### config.mk
export PLATFORM = sky130hd
export DESIGN_NAME = fetch_frontend
export DESIGN_NICKNAME = d
export VERILOG_FILES = /design/src/fetch_pkg.sv /design/src/fetch_pc_gen.sv /design/src/cf_predict.sv /design/src/branch_history.sv /design/src/fetch_queue.sv /design/src/fetch_frontend.sv
export SDC_FILE = /design/constraint.sdc
export NUM_CORES = 1
export LEC_CHECK = 0
export BUFFER_PORTS_ARGS = -buffer_cell sky130_fd_sc_hd__buf_4
export CORE_MARGIN = 10
export CORE_UTILIZATION = 45
export CTS_CLUSTER_SIZE = 16
export DETAILED_ROUTE_END_ITERATION = 8
export HOLD_SLACK_MARGIN = 0.06
export PLACE_DENSITY_LB_ADDON = 0.2
export SLEW_MARGIN = 20
export SYNTH_ARGS = -nofsm -noshare
export SYNTH_HDL_FRONTEND = slang
export SYNTH_SLANG_ARGS = --single-unit
### constraint.sdc
create_clock -name clk_i -period 9.2 [get_ports clk_i]
set_clock_uncertainty 0.05 [all_clocks]
set_input_delay 1.38 -clock clk_i [delete_from_list [all_inputs] [get_ports clk_i]]
set_output_delay 1.38 -clock clk_i [all_outputs]
set_load 0.01 [all_outputs]
### src/fetch_pkg.sv
/* fetch front end shared types */

package fetch_pkg;

    // ------------------------------
    // widths and sizes
    // ------------------------------
    localparam int unsigned XLEN        = 32;
    localparam int unsigned BHT_ENTRIES = 16;
    localparam int unsigned BHT_IDX_W   = 4;
    localparam int unsigned QUEUE_DEPTH = 4;
    // queue pointer width, log2 of QUEUE_DEPTH
    localparam int unsigned QUEUE_PTR_W = 2;

    typedef logic [XLEN-1:0]        addr_t;
    typedef logic [XLEN-1:0]        instr_t;
    typedef logic [BHT_IDX_W-1:0]   bht_idx_t;
    typedef logic [1:0]             bht_cnt_t;
    typedef logic [6:0]             opcode_t;
    typedef logic [QUEUE_PTR_W-1:0] qptr_t;
    // one extra bit so a full queue is distinct from an empty one
    typedef logic [QUEUE_PTR_W:0]   qcnt_t;

    // rv32i control flow opcodes
    localparam opcode_t OPCODE_BRANCH = 7'b1100011;
    localparam opcode_t OPCODE_JAL    = 7'b1101111;

    // counter values for the first write and the saturation limit
    localparam bht_cnt_t BHT_CNT_INIT_TAKEN     = 2'd2;
    localparam bht_cnt_t BHT_CNT_INIT_NOT_TAKEN = 2'd1;
    localparam bht_cnt_t BHT_CNT_MAX            = 2'd3;
    localparam bht_cnt_t BHT_CNT_MIN            = 2'd0;

    // ------------------------------
    // bundles
    // ------------------------------
    typedef struct packed {
        logic  req;
        addr_t addr;
    } imem_req_t;

    typedef struct packed {
        logic   valid;
        instr_t data;
    } imem_rsp_t;

    // resolved control flow from the back end
    typedef struct packed {
        logic  valid;
        logic  is_branch;
        logic  taken;
        logic  is_mispredict;
        addr_t pc;
        addr_t target;
    } bp_resolve_t;

    typedef struct packed {
        logic valid;
        logic taken;
    } bht_pred_t;

    typedef struct packed {
        addr_t  pc;
        instr_t instr;
        logic   pred_taken;
        addr_t  pred_target;
    } fetch_entry_t;

endpackage

### src/fetch_pc_gen.sv
/* next pc generation */

`timescale 1ns/1ps

module fetch_pc_gen (
    input  logic                   clk_i,
    input  logic                   rst_ni,
    input  fetch_pkg::addr_t       boot_addr_i,
    input  fetch_pkg::addr_t       epc_i,
    input  fetch_pkg::addr_t       trap_vector_base_i,
    input  fetch_pkg::addr_t       pc_commit_i,
    input  logic                   eret_i,
    input  logic                   ex_valid_i,
    input  logic                   set_pc_commit_i,
    input  fetch_pkg::bp_resolve_t resolved_branch_i,
    input  logic                   room_i,
    input  logic                   pred_taken_i,
    input  fetch_pkg::addr_t       pred_target_i,
    input  logic                   rsp_valid_i,
    output fetch_pkg::imem_req_t   imem_req_o,
    output logic                   accept_o,
    output fetch_pkg::addr_t       fetch_pc_o,
    output logic                   redirect_o
);
    logic             mispredict;
    logic             take_pred;
    logic             req;
    // set out of reset so the first request uses boot_addr_i
    logic             npc_rst_load_q;
    fetch_pkg::addr_t npc_d;
    fetch_pkg::addr_t npc_q;
    fetch_pkg::addr_t fetch_addr;
    // one response in flight at most
    logic             pending_q;
    fetch_pkg::addr_t pending_addr_q;

    assign mispredict = resolved_branch_i.valid & resolved_branch_i.is_mispredict;
    assign redirect_o = mispredict | eret_i | ex_valid_i | set_pc_commit_i;

    // response only counts if still wanted and no redirect kills it now
    assign accept_o   = pending_q & rsp_valid_i & ~redirect_o;
    assign fetch_pc_o = pending_addr_q;
    assign take_pred  = accept_o & pred_taken_i;

    // quiet in reset, and no request in a redirect cycle, new path starts next cycle
    assign req = rst_ni & room_i & ~redirect_o;

    assign imem_req_o.req  = req;
    assign imem_req_o.addr = fetch_addr;

    // ------------------------------
    // npc select, last one wins
    // ------------------------------
    always_comb begin
        if (npc_rst_load_q) begin
            fetch_addr = boot_addr_i;
        end else begin
            fetch_addr = npc_q;
        end
        // taken prediction steers the request issued this same cycle
        if (take_pred) begin
            fetch_addr = pred_target_i;
        end
        npc_d = fetch_addr;
        if (req) begin
            npc_d = fetch_addr + fetch_pkg::addr_t'(4);
        end
        if (mispredict) begin
            npc_d = resolved_branch_i.target;
        end
        if (eret_i) begin
            npc_d = epc_i;
        end
        if (ex_valid_i) begin
            npc_d = trap_vector_base_i;
        end
        // csr side effect flush, restart after the committing instruction
        if (set_pc_commit_i) begin
            npc_d = pc_commit_i + fetch_pkg::addr_t'(4);
        end
    end

    always_ff @(posedge clk_i or negedge rst_ni) begin
        if (!rst_ni) begin
            npc_rst_load_q <= 1'b1;
            npc_q          <= '0;
            pending_q      <= 1'b0;
        end else begin
            npc_rst_load_q <= 1'b0;
            npc_q          <= npc_d;
            // redirect drops req, so this also clears the flag
            pending_q      <= req;
        end
    end

    // address of the word due back next cycle
    always_ff @(posedge clk_i) begin
        if (req) begin
            pending_addr_q <= fetch_addr;
        end
    end

endmodule

### src/cf_predict.sv
/* control flow pre-decode and prediction */

`timescale 1ns/1ps

module cf_predict (
    input  fetch_pkg::instr_t    instr_i,
    input  fetch_pkg::addr_t     pc_i,
    input  fetch_pkg::bht_pred_t bht_i,
    output logic                 pred_taken_o,
    output fetch_pkg::addr_t     pred_target_o
);
    logic             is_branch;
    logic             is_jal;
    fetch_pkg::addr_t imm_b;
    fetch_pkg::addr_t imm_j;
    fetch_pkg::addr_t offset;

    // ------------------------------
    // pre-decode
    // ------------------------------
    assign is_branch = (instr_i[6:0] == fetch_pkg::OPCODE_BRANCH);
    assign is_jal    = (instr_i[6:0] == fetch_pkg::OPCODE_JAL);

    // b-type immediate, bit 0 is implied zero
    assign imm_b = {{20{instr_i[31]}}, instr_i[7], instr_i[30:25], instr_i[11:8], 1'b0};

    // j-type immediate
    assign imm_j = {{12{instr_i[31]}}, instr_i[19:12], instr_i[20], instr_i[30:21], 1'b0};

    // ------------------------------
    // direction and target
    // ------------------------------
    always_comb begin
        // plain word falls through to pc+4
        pred_taken_o = 1'b0;
        offset       = fetch_pkg::addr_t'(4);
        if (is_jal) begin
            // unconditional, target known from the word itself
            pred_taken_o = 1'b1;
            offset       = imm_j;
        end else if (is_branch) begin
            if (bht_i.valid) begin
                pred_taken_o = bht_i.taken;
            end else begin
                // static rule, backward taken and forward not taken
                pred_taken_o = imm_b[fetch_pkg::XLEN-1];
            end
            if (pred_taken_o) begin
                offset = imm_b;
            end
        end
    end

    // single adder serves both taken target and fall through
    assign pred_target_o = pc_i + offset;

endmodule

### src/branch_history.sv
/* branch history table */

`timescale 1ns/1ps

module branch_history (
    input  logic                   clk_i,
    input  logic                   rst_ni,
    input  fetch_pkg::addr_t       lookup_pc_i,
    input  fetch_pkg::bp_resolve_t resolved_branch_i,
    output fetch_pkg::bht_pred_t   pred_o
);
    logic [fetch_pkg::BHT_ENTRIES-1:0] valid_q;
    fetch_pkg::bht_cnt_t               cnt_q [fetch_pkg::BHT_ENTRIES];
    fetch_pkg::bht_idx_t               lookup_idx;
    fetch_pkg::bht_idx_t               update_idx;
    logic                              update;

    // word aligned pc, drop the two low bits
    assign lookup_idx = lookup_pc_i[fetch_pkg::BHT_IDX_W+1:2];
    assign update_idx = resolved_branch_i.pc[fetch_pkg::BHT_IDX_W+1:2];

    // only conditional branches train the table
    assign update = resolved_branch_i.valid & resolved_branch_i.is_branch;

    // ------------------------------
    // lookup
    // ------------------------------
    assign pred_o.valid = valid_q[lookup_idx];
    // msb of the counter is the direction
    assign pred_o.taken = valid_q[lookup_idx] & cnt_q[lookup_idx][1];

    // ------------------------------
    // update
    // ------------------------------
    always_ff @(posedge clk_i or negedge rst_ni) begin
        if (!rst_ni) begin
            valid_q <= '0;
        end else if (update) begin
            valid_q[update_idx] <= 1'b1;
        end
    end

    always_ff @(posedge clk_i) begin
        if (update) begin
            if (!valid_q[update_idx]) begin
                // first sighting starts in the weak state of the outcome
                cnt_q[update_idx] <= resolved_branch_i.taken ?
                                     fetch_pkg::BHT_CNT_INIT_TAKEN :
                                     fetch_pkg::BHT_CNT_INIT_NOT_TAKEN;
            end else if (resolved_branch_i.taken) begin
                if (cnt_q[update_idx] != fetch_pkg::BHT_CNT_MAX) begin
                    cnt_q[update_idx] <= cnt_q[update_idx] + fetch_pkg::bht_cnt_t'(1);
                end
            end else begin
                if (cnt_q[update_idx] != fetch_pkg::BHT_CNT_MIN) begin
                    cnt_q[update_idx] <= cnt_q[update_idx] - fetch_pkg::bht_cnt_t'(1);
                end
            end
        end
    end

endmodule

### src/fetch_queue.sv
/* fetch entry queue */

`timescale 1ns/1ps

module fetch_queue (
    input  logic                    clk_i,
    input  logic                    rst_ni,
    input  logic                    flush_i,
    input  logic                    push_i,
    input  fetch_pkg::fetch_entry_t entry_i,
    output logic                    room_o,
    output fetch_pkg::fetch_entry_t fetch_entry_o,
    output logic                    fetch_entry_valid_o,
    input  logic                    fetch_entry_ready_i
);
    fetch_pkg::fetch_entry_t mem_q [fetch_pkg::QUEUE_DEPTH];
    fetch_pkg::qptr_t        rd_ptr_q;
    fetch_pkg::qptr_t        wr_ptr_q;
    fetch_pkg::qcnt_t        count_q;
    logic                    pop;

    // head of the queue goes straight out
    assign fetch_entry_valid_o = (count_q != '0);
    assign fetch_entry_o       = mem_q[rd_ptr_q];
    assign pop                 = fetch_entry_valid_o & fetch_entry_ready_i;

    // two free slots, one held back for the response already in flight
    assign room_o = (count_q <= fetch_pkg::qcnt_t'(fetch_pkg::QUEUE_DEPTH - 2));

    // ------------------------------
    // pointers and occupancy
    // ------------------------------
    always_ff @(posedge clk_i or negedge rst_ni) begin
        if (!rst_ni) begin
            rd_ptr_q <= '0;
            wr_ptr_q <= '0;
            count_q  <= '0;
        end else if (flush_i) begin
            // redirect drops every queued entry
            rd_ptr_q <= '0;
            wr_ptr_q <= '0;
            count_q  <= '0;
        end else begin
            // depth is a power of two, pointers wrap on their own
            if (push_i) begin
                wr_ptr_q <= wr_ptr_q + fetch_pkg::qptr_t'(1);
            end
            if (pop) begin
                rd_ptr_q <= rd_ptr_q + fetch_pkg::qptr_t'(1);
            end
            case ({push_i, pop})
                2'b10: begin
                    count_q <= count_q + fetch_pkg::qcnt_t'(1);
                end
                2'b01: begin
                    count_q <= count_q - fetch_pkg::qcnt_t'(1);
                end
                default: begin
                    count_q <= count_q;
                end
            endcase
        end
    end

    // storage
    always_ff @(posedge clk_i) begin
        if (push_i && !flush_i) begin
            mem_q[wr_ptr_q] <= entry_i;
        end
    end

endmodule

### src/fetch_frontend.sv
/* instruction fetch front end */

`timescale 1ns/1ps

module fetch_frontend (
    input  logic                    clk_i,
    input  logic                    rst_ni,
    input  fetch_pkg::addr_t        boot_addr_i,
    input  fetch_pkg::addr_t        epc_i,
    input  fetch_pkg::addr_t        trap_vector_base_i,
    input  fetch_pkg::addr_t        pc_commit_i,
    input  logic                    eret_i,
    input  logic                    ex_valid_i,
    input  logic                    set_pc_commit_i,
    input  fetch_pkg::bp_resolve_t  resolved_branch_i,
    output fetch_pkg::imem_req_t    imem_req_o,
    input  fetch_pkg::imem_rsp_t    imem_rsp_i,
    output fetch_pkg::fetch_entry_t fetch_entry_o,
    output logic                    fetch_entry_valid_o,
    input  logic                    fetch_entry_ready_i
);
    fetch_pkg::addr_t        fetch_pc;
    logic                    accept;
    logic                    redirect;
    logic                    room;
    logic                    pred_taken;
    fetch_pkg::addr_t        pred_target;
    fetch_pkg::bht_pred_t    bht_pred;
    fetch_pkg::fetch_entry_t push_entry;

    // entry for the word accepted this cycle
    assign push_entry.pc          = fetch_pc;
    assign push_entry.instr       = imem_rsp_i.data;
    assign push_entry.pred_taken  = pred_taken;
    assign push_entry.pred_target = pred_target;

    fetch_pc_gen i_pc_gen (
        .clk_i              (clk_i),
        .rst_ni             (rst_ni),
        .boot_addr_i        (boot_addr_i),
        .epc_i              (epc_i),
        .trap_vector_base_i (trap_vector_base_i),
        .pc_commit_i        (pc_commit_i),
        .eret_i             (eret_i),
        .ex_valid_i         (ex_valid_i),
        .set_pc_commit_i    (set_pc_commit_i),
        .resolved_branch_i  (resolved_branch_i),
        .room_i             (room),
        .pred_taken_i       (pred_taken),
        .pred_target_i      (pred_target),
        .rsp_valid_i        (imem_rsp_i.valid),
        .imem_req_o         (imem_req_o),
        .accept_o           (accept),
        .fetch_pc_o         (fetch_pc),
        .redirect_o         (redirect)
    );

    cf_predict i_cf_predict (
        .instr_i       (imem_rsp_i.data),
        .pc_i          (fetch_pc),
        .bht_i         (bht_pred),
        .pred_taken_o  (pred_taken),
        .pred_target_o (pred_target)
    );

    branch_history i_bht (
        .clk_i             (clk_i),
        .rst_ni            (rst_ni),
        .lookup_pc_i       (fetch_pc),
        .resolved_branch_i (resolved_branch_i),
        .pred_o            (bht_pred)
    );

    fetch_queue i_queue (
        .clk_i               (clk_i),
        .rst_ni              (rst_ni),
        .flush_i             (redirect),
        .push_i              (accept),
        .entry_i             (push_entry),
        .room_o              (room),
        .fetch_entry_o       (fetch_entry_o),
        .fetch_entry_valid_o (fetch_entry_valid_o),
        .fetch_entry_ready_i (fetch_entry_ready_i)
    );

endmodule

# ---- Word-level counts from Yosys, hierarchy flattened
# Memory sizes are Yosys's and may differ from the RTL's. A register that Yosys moved wholly into a read port is not among the register bits.
# Index checks and enable logic that the tools add are counted.
dict set report word_totals {
  ff_bits 89
  input_bits 235
  romBits 0
  out_inout_bits 131
  elab_cells 98
  memories 2
  latchBits 0
  mem_bits_rw 420
}
# name words word_bits rd rd_clocked_by_memory_dff write_ports line
set mem_list {}
lappend mem_list {i_queue.mem_q 4 97 1 0 1 fetch_queue.sv:16} ;# fetch_pkg::fetch_entry_t mem_q [fetch_pkg::QUEUE_DEPTH];
lappend mem_list {i_bht.cnt_q 16 2 2 1 1 branch_history.sv:13} ;# fetch_pkg::bht_cnt_t cnt_q [fetch_pkg::BHT_ENTRIES];
dict set report op_classes {
  n_div 0
  n_mux 46
  magnitude_cmp 4
  n_mul 0
  n_reduce_logical 8
  shifts 0
  bitwise_logic 16
  n_eq_ne 5
  addsub 9
}
# op n
set ops {}
lappend ops {{$mux W32} 10}
lappend ops {{$add A32 B3 Y32 const B} 2}
lappend ops {{$add A32 B32 Y32} 1}
lappend ops {{$mux W1} 23}
lappend ops {{$or A16 B16 Y16} 1}
lappend ops {{$eq A7 B7 Y1 const B} 2}
lappend ops {{$mux W2} 7}
lappend ops {{$lt A4 B5 Y1 const B} 2}
lappend ops {{$and A1 B1 Y1} 9}
lappend ops {{$bmux W1 S4} 2}
lappend ops {{$add A2 B1 Y2 const B} 3}
lappend ops {{$pmux W3 S2} 1}
lappend ops {{$reduce_bool A2 Y1} 3}
lappend ops {{$reduce_bool A3 Y1} 2}
lappend ops {{$or A1 B1 Y1} 5}
lappend ops {{$demux W1 S4} 1}
lappend ops {{$ge A4 B1 Y1 const B} 1}
lappend ops {{$mux W4} 1}
lappend ops {{$add A3 B1 Y3 const B} 1}
lappend ops {{$le A3 B2 Y1 const B} 1}
lappend ops {{$mux W3} 1}
lappend ops {{$sub A3 B1 Y3 const B} 1}
lappend ops {{$eq A2 B1 Y1 const B} 1}
lappend ops {{$eq A2 B2 Y1 const B} 1}
lappend ops {{other kinds (5)} 6}

# ---- Longest topological paths before layout
# Gate-level depths: netlist (run 1).
dict set report depth {
  word_depth 17
  mapped_depth 22
}

# ---- By module
# Synthesis (run 1) repeated with hierarchy kept, for this count alone.
dict set report unflattened {
  cells_unflattened 1651
  hier_area_um2 24297.1
}
# module instances area_per_inst_um2 cells_each seq_area_each_um2
set by_module_without_submodules {}
lappend by_module_without_submodules {fetch_queue 1 14450.1 557 11826.3}
lappend by_module_without_submodules {fetch_pc_gen 1 5497.8 658 1813.0}
lappend by_module_without_submodules {branch_history 1 2499.9 173 1361.3}
lappend by_module_without_submodules {cf_predict 1 1849.3 263 0.0}

# ---- Worst setup path before layout (run 1)
# No wires, ideal clock.
dict set report synth_timing {
  path_kind {input -> output}
  from {input port imem_rsp_i[4] (netlist bit)}
  to {output port imem_req_o[27] (netlist bit)}
  slack_ps 2575
  path_stages 16
  path_buffers 2
  arrival_ps 5195
  t_required_ps 7770
  path_cell_list {and4b_1 > nand3_1 > nor3_1 > or2_2 > clkbuf_1 > and2_1 > ha_1 > clkbuf_1 > a211oi_1 > o21a_1 > o31ai_1 > and2_1 > or4b_2 > o211ai_1 > a21oi_1 > inv_1}
}
# item line
set synth_lines {}
lappend synth_lines {{start, declared} fetch_frontend.sv:17} ;# input fetch_pkg::imem_rsp_t imem_rsp_i,
lappend synth_lines {{end, declared} fetch_frontend.sv:16} ;# output fetch_pkg::imem_req_t imem_req_o,

==> summary by stage, run 1 <==
Job
The number of maximum-capacitance constraint violations is 0.

Routing
The number of search-and-repair iterations in the first detailed-routing pass is 5. The iteration-0 DRC count of the detailed router is 1,252. The final layout contains routed wiring with a total length of 73.94 mm. The vias per cell is 5.916.

The detail-routed net length per standard cell is 26.23 um. The post-route DRC violation count is 0. The detail route stage leaves a number of antenna-violating nets equal to 0. The detailed-route via count is 16,677.

Global route
The residual overflow from global routing is 0. The via count of the first global-routing pass was 16,977. The initial antenna violation count is 4. The total track usage is 0.2269. The first global-routing pass estimated 109.1 mm of wire.

The maximum number of pins on one net before global-route repair is 63.

Setup path
In this run the worst setup path terminates at imem_req_o[31]. The endpoint required time on the critical path is 7.77 ns. The critical setup path kind is reg -> out.

The startpoint identified for the worst register-to-register timing path is i_pc_gen.fetch_pc_o[4]. The cell seen most often among critical-path stages is sky130_fd_sc_hd__o21ai_0. The category of cells accounting for the largest share of critical-path delay is compound AO/OA/AOI/OAI gates.

The delay of the slowest cell on the worst path is 0.64 ns. The number of cells traversed by the worst register-to-register path is 17. In this run the register-to-register setup slack is 1.91 ns. The beginning of the critical path is i_pc_gen.fetch_pc_o[4]. The critical path runs through a total of 17 cells.

STA classifies the critical path startpoint as a flop. STA classifies the critical path endpoint as an output pin. The arrival time of the worst setup path is 6.92 ns. Along the worst path, the maximum fanout reaches 10. For this design, the slowest cell found on the critical path is sky130_fd_sc_hd__edfxtp_1.

Counting both buffers and inverters, the worst setup path holds a total of 1. In this run the critical register-to-register path is captured at i_pc_gen.npc_q[23]. Traced cell by cell, the critical path runs through mux4_2, mux4_2, and2_1, nor3_1, a22o_1, ha_1, fa_1, a211oi_1, o21ai_0, a22oi_1, o21ai_0, a211oi_1, o21ai_0, a21oi_1, a31oi_1, and2_1, buf_4.

Finish
The number of fill cells is 4,480. The count of cells in the finished layout, fillers not included, comes to 2,819. The number of antenna repair diodes is 0. In the final layout, the share of cells above drive strength 1 is 0.2859.

Summing all non-filler instances in the final layout gives an area of 29,620 um^2. For this run, the share of the core covered by cells in the final layout is 0.5482. After the last flow step, the layout net total stands at 2,355. From synthesis to final layout, the design area changed by 20.31%.

Floorplan
The width of the chip is 253.9 um. The y dimension of the die is 253.9 um. The placeable core area is 54,030 um^2.

The die covers 64,460 um^2. The floorplan has 85 rows. The number of top-level pins is 366. The starting utilization of the core area is 0.4556.

Placement
The number of cells in the design after placement is 2,721. The last weighted congestion value of the routability-driven placer is 0.9507. The HPWL after detailed placement is 54.32 mm. The number of buffers added on ports is 337. Once placement finished, the instance area stood at 27,780 um^2.

Clock tree
Counting the buffers created by CTS gives 53. Gates resized during post-CTS repair numbered 0. The buffer depth of the longest clock path is 3. TritonCTS built the clock tree.

The clock slew at the register clock pins of the worst setup and hold paths is 0.06 ns. The TritonCTS sink count is 509. After clock tree synthesis, the setup repair step added 0 buffers. The hold-fix buffer count after cts is 0.

The tree is rooted in a sky130_fd_sc_hd__clkbuf_16. The later pin in the worst-skew pair is clocked with a latency of 0.62 ns. The number of H-tree levels is 2.

Logic synthesis
After synthesis, the netlist uses 90 different library cells. The number of nets produced by synthesis is 2,033. The synthesized design contains 509 register bits. Synthesis produced a netlist whose cell count is 1,758.

The portion of synthesized area spent on multiplexers is 0.1308. The share of synthesized area in the top cell type comes to 0.5465. The simple-gate share of the synthesized area is 0.1004. Yosys mapped a number of flops with a built-in enable equal to 448. The synthesized area is 24,620 um^2.

The largest family of logic cells by synthesized area is multiplexers. Of the total synthesized cell area, the portion taken by full adders, half adders and majority gates is 0.02094. The async set-or-reset flop fraction in the synthesized netlist is 0.1120.

The xor and xnor area share after synthesis is 0.02206. A synthesized cell averages 14.00 um^2. Yosys attributes the largest share of cell area to sky130_fd_sc_hd__edfxtp_1 (55%), sky130_fd_sc_hd__mux4_2 (11%), sky130_fd_sc_hd__dfrtp_1 (5.7%), sky130_fd_sc_hd__nor2_1 (2.2%), sky130_fd_sc_hd__ha_1 (1.9%).

Counting instances in the post-synthesis netlist gives the leading cell types as sky130_fd_sc_hd__edfxtp_1 (448), sky130_fd_sc_hd__nor2_1 (147), sky130_fd_sc_hd__mux4_2 (120), sky130_fd_sc_hd__nand2_1 (117), sky130_fd_sc_hd__a21oi_1 (93). The cell with the most instances after synthesis is sky130_fd_sc_hd__edfxtp_1. The Yosys step of the flow raised 0 warnings.

The share of the Yosys chip area taken by registers is 0.6078. The post-synthesis compound-gate area fraction is 0.09607. The biggest area contributor in the post-synthesis netlist is sky130_fd_sc_hd__edfxtp_1.

The most used flip-flop cell after synthesis is sky130_fd_sc_hd__edfxtp_1.

STA
The share of the clock period used by the worst path after layout is 0.9079. The final hold violation count came to 0. The max-slew violation count was 0. The clock period could shrink to 8.353 ns.

Setup repair after global routing left no endpoint under its margin. Setup violations remaining at the end of the flow were counted as 0. The worst pin sits at a relative slew slack of 0.2601. The aggregate negative setup slack is 0 ns. The peak clock frequency supported by timing is 119.7 MHz. At the pin with the least slew margin, the transition time is 1.107 ns.

Power and ir drop
The worst ir drop on vdd is 0.0001169 V. For this design the static power due to leakage is 10.66 nW. In this run the power density over the cells is 176.5 nW/um^2. Overall power consumption after layout is estimated at 5.227 mW.

Min path
The worst hold path belongs to the class reg -> reg.

Status
The run finished with clean final reports.
==> through the flow <==
step | setup WS, ns | hold WS [ns]
global route | 0.3518 | 0.4543
floorplan | 2.575 | 0.3894
CTS | 0.8487 | 0.4457
global placement | 1.303 | 0.4305
finish | 0.8474 | 0.4410
detailed placement | 1.258 | 0.4283
==> cells in the final DEF, fill, tap and decap left out, types with 41 or more instances in the layout <==
cell / instances
sky130_fd_sc_hd__edfxtp_1: 448
sky130_fd_sc_hd__clkbuf_16: 54
sky130_fd_sc_hd__o21ai_0: 51
sky130_fd_sc_hd__nand3_1: 47
sky130_fd_sc_hd__a21oi_1: 93
sky130_fd_sc_hd__nor2_1: 147
sky130_fd_sc_hd__nand2_1: 117
sky130_fd_sc_hd__dfrtp_1: 54
sky130_fd_sc_hd__inv_1: 41
sky130_fd_sc_hd__mux4_2: 120
sky130_fd_sc_hd__buf_4: 353
==> sequential cells by signal, summed over array words and instances (netlist names), named ones only <==
signal / cells
i_queue.rd_ptr_q: 2
i_queue.wr_ptr_q: 2
i_pc_gen.npc_rst_load_q: 1
i_bht.cnt_q: 32
i_bht.valid_q: 16
i_pc_gen.fetch_pc_o: 32
i_queue.count_q: 3
i_pc_gen.pending_q: 1
i_queue.mem_q: 384
i_pc_gen.npc_q: 32
==> power breakdown <==
group          internal, mW  switching [mW]
clock network          1.33           0.907
registers              2.54          0.0274
logic                 0.184           0.235
total                  4.06            1.17
==> cell families after synthesis <==
| logic type | after synthesis |
|---|---|
| flip-flops | 509 |
| AND/OR/NAND/NOR | 500 |
| AO/OA/AOI/OAI | 347 |
| multiplexers | 170 |
| buffers and inverters | 129 |
| XOR/XNOR | 62 |
| adder cells (fa/ha/maj) | 40 |
| other | 1 |
==> worst min-delay path by stage <==
stage	startpoint	endpoint	slack, ns	cells after the start
5_1_grt	i_bht.valid_q[0]	i_bht.valid_q[0]	0.45	1
3_5_place_dp	i_bht.valid_q[0]	i_bht.valid_q[0]	0.43	1
4_1_cts	i_bht.valid_q[0]	i_bht.valid_q[0]	0.45	1
6_report	i_bht.valid_q[4]	i_bht.valid_q[4]	0.44	1
3_3_place_gp	i_bht.valid_q[4]	i_bht.valid_q[4]	0.43	1
2_1_floorplan	i_bht.valid_q[8]	i_bht.valid_q[8]	0.39	1
==> routing by layer <==
layer	vias up	wire length [um]	global-route usage
met5	-	34	0
met4	6	1858	0.06362
met3	103	6090	0.05414
met2	638	34400	0.3574
met1	8351	31560	0.3094
li1	7579	-	-
==> area by class of cell <==
cell class                      count  area (um^2)  area share
Sequential cell                   509        14970      0.5054
Multi-Input combinational cell   1120         9134      0.3084
Timing Repair Buffer              353         2650     0.08948
Clock buffer                       61         1378     0.04651
Tap cell                          696        870.8     0.02940
Clock inverter                     37        454.2     0.01534
Inverter                           43        161.4    0.005450
(Power assumes the default switching activity.)
==> inputs of run 2 (changes only) <==
Settings changed: REMOVE_ABC_BUFFERS from default to 1.
==> run 2 against run 1 <==
Effect of this change: critical path depth unchanged; design area decreased by 0.26%; combinational power increased by 2%; clock power decreased by 9%; via count increased by 1.3%; die area unchanged; core utilization decreased by 0.14 points.
==> summary by stage, run 2 (synthesis gave the netlist of run 1 again) <==
Routing
The post-route DRC violation count is 0 (unchanged). The detail-routed net length per standard cell is 27.18 um (was 26.23 um). The iteration-0 DRC count of the detailed router came to 1,544 (was 1,252).

The number of search-and-repair iterations in the first detailed-routing pass is 7 (was 5). The total routed wirelength came to 76.91 mm (was 73.94 mm). The vias per cell came to 5.970 (was 5.916). The detailed-route via count is 16,894 (was 16,677). The antenna violation net count after detailed routing is 0 (unchanged).

Global route
The layer with the highest usage is met2 (unchanged). The via count of the first global-routing pass was 17,153 (was 16,977). The residual overflow from global routing is 0 (unchanged). The total track usage came to 0.2347 (was 0.2269). The global-route met3 utilization is 0.07692 (was 0.05414). The met2 global-route usage was 0.3781 (was 0.3574). The maximum number of pins on one net before global-route repair was 70 (was 63).

The initial antenna violation count is 6 (was 4). The global-route wire length before repair was 111.7 mm (was 109.1 mm). The global routing met1 resource utilization is 0.3000 (was 0.3094).

Placement
The detailed placer's ending HPWL is 55.54 mm (was 54.32 mm). The last weighted congestion value of the routability-driven placer is 0.8940 (was 0.9507). The worst setup slack after placement is 1.475 ns (was 1.258 ns). The number of buffers added on ports is 337 (unchanged).

Power and ir drop
The clock share of power is 0.405 (was 0.428). The share of total power in combinational logic is 0.085 (was 0.080). The worst ir drop on vdd is 0.0001363 V (was 0.0001169 V). The internal power of the cells came to 3.867 mW (was 4.058 mW). The total power of the final layout is 5.037 mW (was 5.227 mW). The sequential power share is 0.510 (was 0.492). The net switching power came to 1.169 mW (about the same). The power per unit of standard cell area is 170.5 nW/um^2 (was 176.5 nW/um^2). The reported leakage power was 10.65 nW (was 10.66 nW). The switching part of the total power is 0.2322 (was 0.2236).

STA
RSZ-0062 raised after global routing: false (unchanged). The worst-case setup margin in the final layout is 0.9789 ns (was 0.8474 ns). The remaining max-slew budget at the tightest pin is 0.2417 (was 0.2601). The max-slew violation count is 0 (unchanged). The share of the clock period used by the worst path after layout was 0.8936 (was 0.9079). The final hold violation count came to 0 (unchanged). The total of endpoints with negative setup slack in the final report is 0 (unchanged).

The slew at the pin with the worst max-slew slack is 1.137 ns (was 1.107 ns). The aggregate negative setup slack is 0 ns (unchanged). The peak clock frequency supported by timing is 121.6 MHz (was 119.7 MHz).

The post-route minimum period is 8.221 ns (was 8.353 ns).

Finish
The growth of design area from synthesis to finish was 20.00% (was 20.31%). Most frequent cells in the layout: sky130_fd_sc_hd__edfxtp_1 (448), sky130_fd_sc_hd__buf_4 (359), sky130_fd_sc_hd__nor2_1 (147) (was sky130_fd_sc_hd__edfxtp_1 (448), sky130_fd_sc_hd__buf_4 (353), sky130_fd_sc_hd__nor2_1 (147)). The leading cell type in the layout, fill and taps excluded is sky130_fd_sc_hd__edfxtp_1 (unchanged). The register with the highest flop count is i_queue.mem_q (unchanged). The total number of nets in the final design is 2,364 (was 2,355). The number of flip-flops in the largest register came to 384 (unchanged). The fraction of layout cells with a size suffix above 1 is 0.2844 (was 0.2859). The number of fill cells is 4,500 (was 4,480).

Clock tree
The TritonCTS sink count is 509 (unchanged). The buffer depth of the longest clock path is 3 (unchanged). The hold-fix buffer count after cts is 0 (unchanged). The clock slew at the register clock pins of the worst setup and hold paths is 0.06 ns (about the same). The clock tree root driver cell is sky130_fd_sc_hd__clkbuf_16 (unchanged). The number of H-tree levels came to 2 (unchanged). The number of buffers inserted during clock tree synthesis is 53 (unchanged). The clock tree from TritonCTS is built (unchanged).

The number of setup buffers added after CTS is 0 (unchanged). The number of cells upsized or downsized after cts is 0 (unchanged). The clock latency reported for the late side of the worst-skew pair came to 0.62 ns (about the same).

Setup path
The slowest library cell on the worst path was sky130_fd_sc_hd__edfxtp_1 (unchanged). The biggest fanout along the worst timing path is 11 (was 10). The buffering stage count on the worst path with inverters included is 3 (was 1). The nature of the critical path endpoint is an output pin (unchanged). Worst-path cell chain: mux4_2, mux4_2, and2_1, nor3_1, buf_4, or2_2, and2_1, ha_1, a211oi_1, o21a_1, o31ai_1, and2_1, or4b_2, o211ai_1, a21oi_1, inv_1, buf_4 (was mux4_2, mux4_2, and2_1, nor3_1, a22o_1, ha_1, fa_1, a211oi_1, o21ai_0, a22oi_1, o21ai_0, a211oi_1, o21ai_0, a21oi_1, a31oi_1, and2_1, buf_4). The startpoint of the lowest-slack register-to-register path is i_pc_gen.fetch_pc_o[4] (unchanged). The endpoint of the most critical register-to-register path is i_pc_gen.npc_q[31] (was i_pc_gen.npc_q[23]).

The endpoint required time on the critical path was 7.77 ns (about the same). The arrival time of the worst setup path is 6.79 ns (was 6.92 ns). The delay of the slowest cell on the worst path is 0.72 ns (was 0.64 ns). The cell seen most often among critical-path stages is sky130_fd_sc_hd__and2_1 (was sky130_fd_sc_hd__o21ai_0).

The number of cells traversed by the worst register-to-register path came to 18 (was 17). The kind of launch point of the worst setup path is a flop (unchanged). The beginning of the critical path is i_pc_gen.fetch_pc_o[4] (unchanged). The critical setup path kind is reg -> out (unchanged).

The internal reg-to-reg setup slack came to 2.21 ns (was 1.91 ns). The category of cells accounting for the largest share of critical-path delay is simple AND/OR/NAND/NOR gates (was compound AO/OA/AOI/OAI gates).

Status
Result of the run: complete, no violations (unchanged).

Min path
The worst min-delay path class is reg -> reg (unchanged). The count of cells along the worst hold path is 1 (unchanged). The launch instance of the worst min-delay path is i_bht.valid_q[11] (was i_bht.valid_q[4]). The worst min-delay path endpoint is i_bht.valid_q[11] (was i_bht.valid_q[4]).

Floorplan
The width of the chip was 253.9 um (unchanged). The placeable core area is 54,030 um^2 (unchanged). The starting utilization of the core area was 0.4556 (unchanged). The area of the die came to 64,460 um^2 (unchanged). The number of rows in the core area is 85 (unchanged). The y dimension of the die is 253.9 um (unchanged). The number of top-level pins came to 366 (unchanged).

Job
The number of maximum-capacitance constraint violations came to 0 (unchanged).
## run 2: changes by cell type in the layout (fill, tap and decap cells not counted), moves of 3 or more
cell,before,now
sky130_fd_sc_hd__clkbuf_1,7,12
sky130_fd_sc_hd__clkinvlp_4,8,1
sky130_fd_sc_hd__clkinv_1,11,14
sky130_fd_sc_hd__bufinv_16,9,2
sky130_fd_sc_hd__diode_2,0,3
sky130_fd_sc_hd__buf_4,353,359
## run 2: worst max path at each step
stage                           to  slack (ns)  depth (start not counted)
floorplan           imem_req_o[27]        2.81                         14
global placement    imem_req_o[27]        1.55                         17
detailed placement  imem_req_o[27]        1.48                         17
CTS                 imem_req_o[27]        0.98                         17
global route        imem_req_o[27]        0.64                         17
finish              imem_req_o[27]        0.98                         17
## run 2: metal layers
metal	vias to the layer above	routed length [um]
met5	-	46
met4	6	1919
met3	123	7261
met2	664	36690
met1	8533	31000
li1	7568	-
## run 2: area by class of cell
| cell class | instances | area [um^2] | share of cell area |
|---|---|---|---|
| well taps | 696 | 870.8 | 0.02948 |
| diodes | 3 | 7.507 | 0.0002542 |
| repair buffers | 362 | 2761 | 0.09349 |
| multi-input cells | 1120 | 9129 | 0.3090 |
| clock buffers | 67 | 1399 | 0.04736 |
| clock inverters | 30 | 241.5 | 0.008175 |
| inverters | 43 | 161.4 | 0.005464 |
| flip-flops and latches | 509 | 14970 | 0.5067 |
## run 2: per-stage QoR
step | utilization | cell area [um^2] | hold WS, ns | instances
after floorplan | - | 24240 | 0.3894 | 1672
after global placement | 0.5151 | 27830 | 0.4179 | 2728
after detailed placement | 0.5151 | 27830 | 0.4398 | 2728
after CTS | 0.5455 | 29470 | 0.4524 | 2825
after global routing | 0.5466 | 29530 | 0.4691 | 2827
final | 0.5467 | 29540 | 0.4478 | 2830
## run 2: power groups by stage
stage | Combinational, mW | Clock [mW] | Sequential, mW
3_3_place_gp | 0.419 | 0 | 2.62
5_1_grt | 0.460 | 2.17 | 2.57
3_5_place_dp | 0.424 | 0 | 2.62
6_report | 0.428 | 2.04 | 2.57
2_1_floorplan | 0.198 | 0 | 2.61
4_1_cts | 0.427 | 2.08 | 2.57
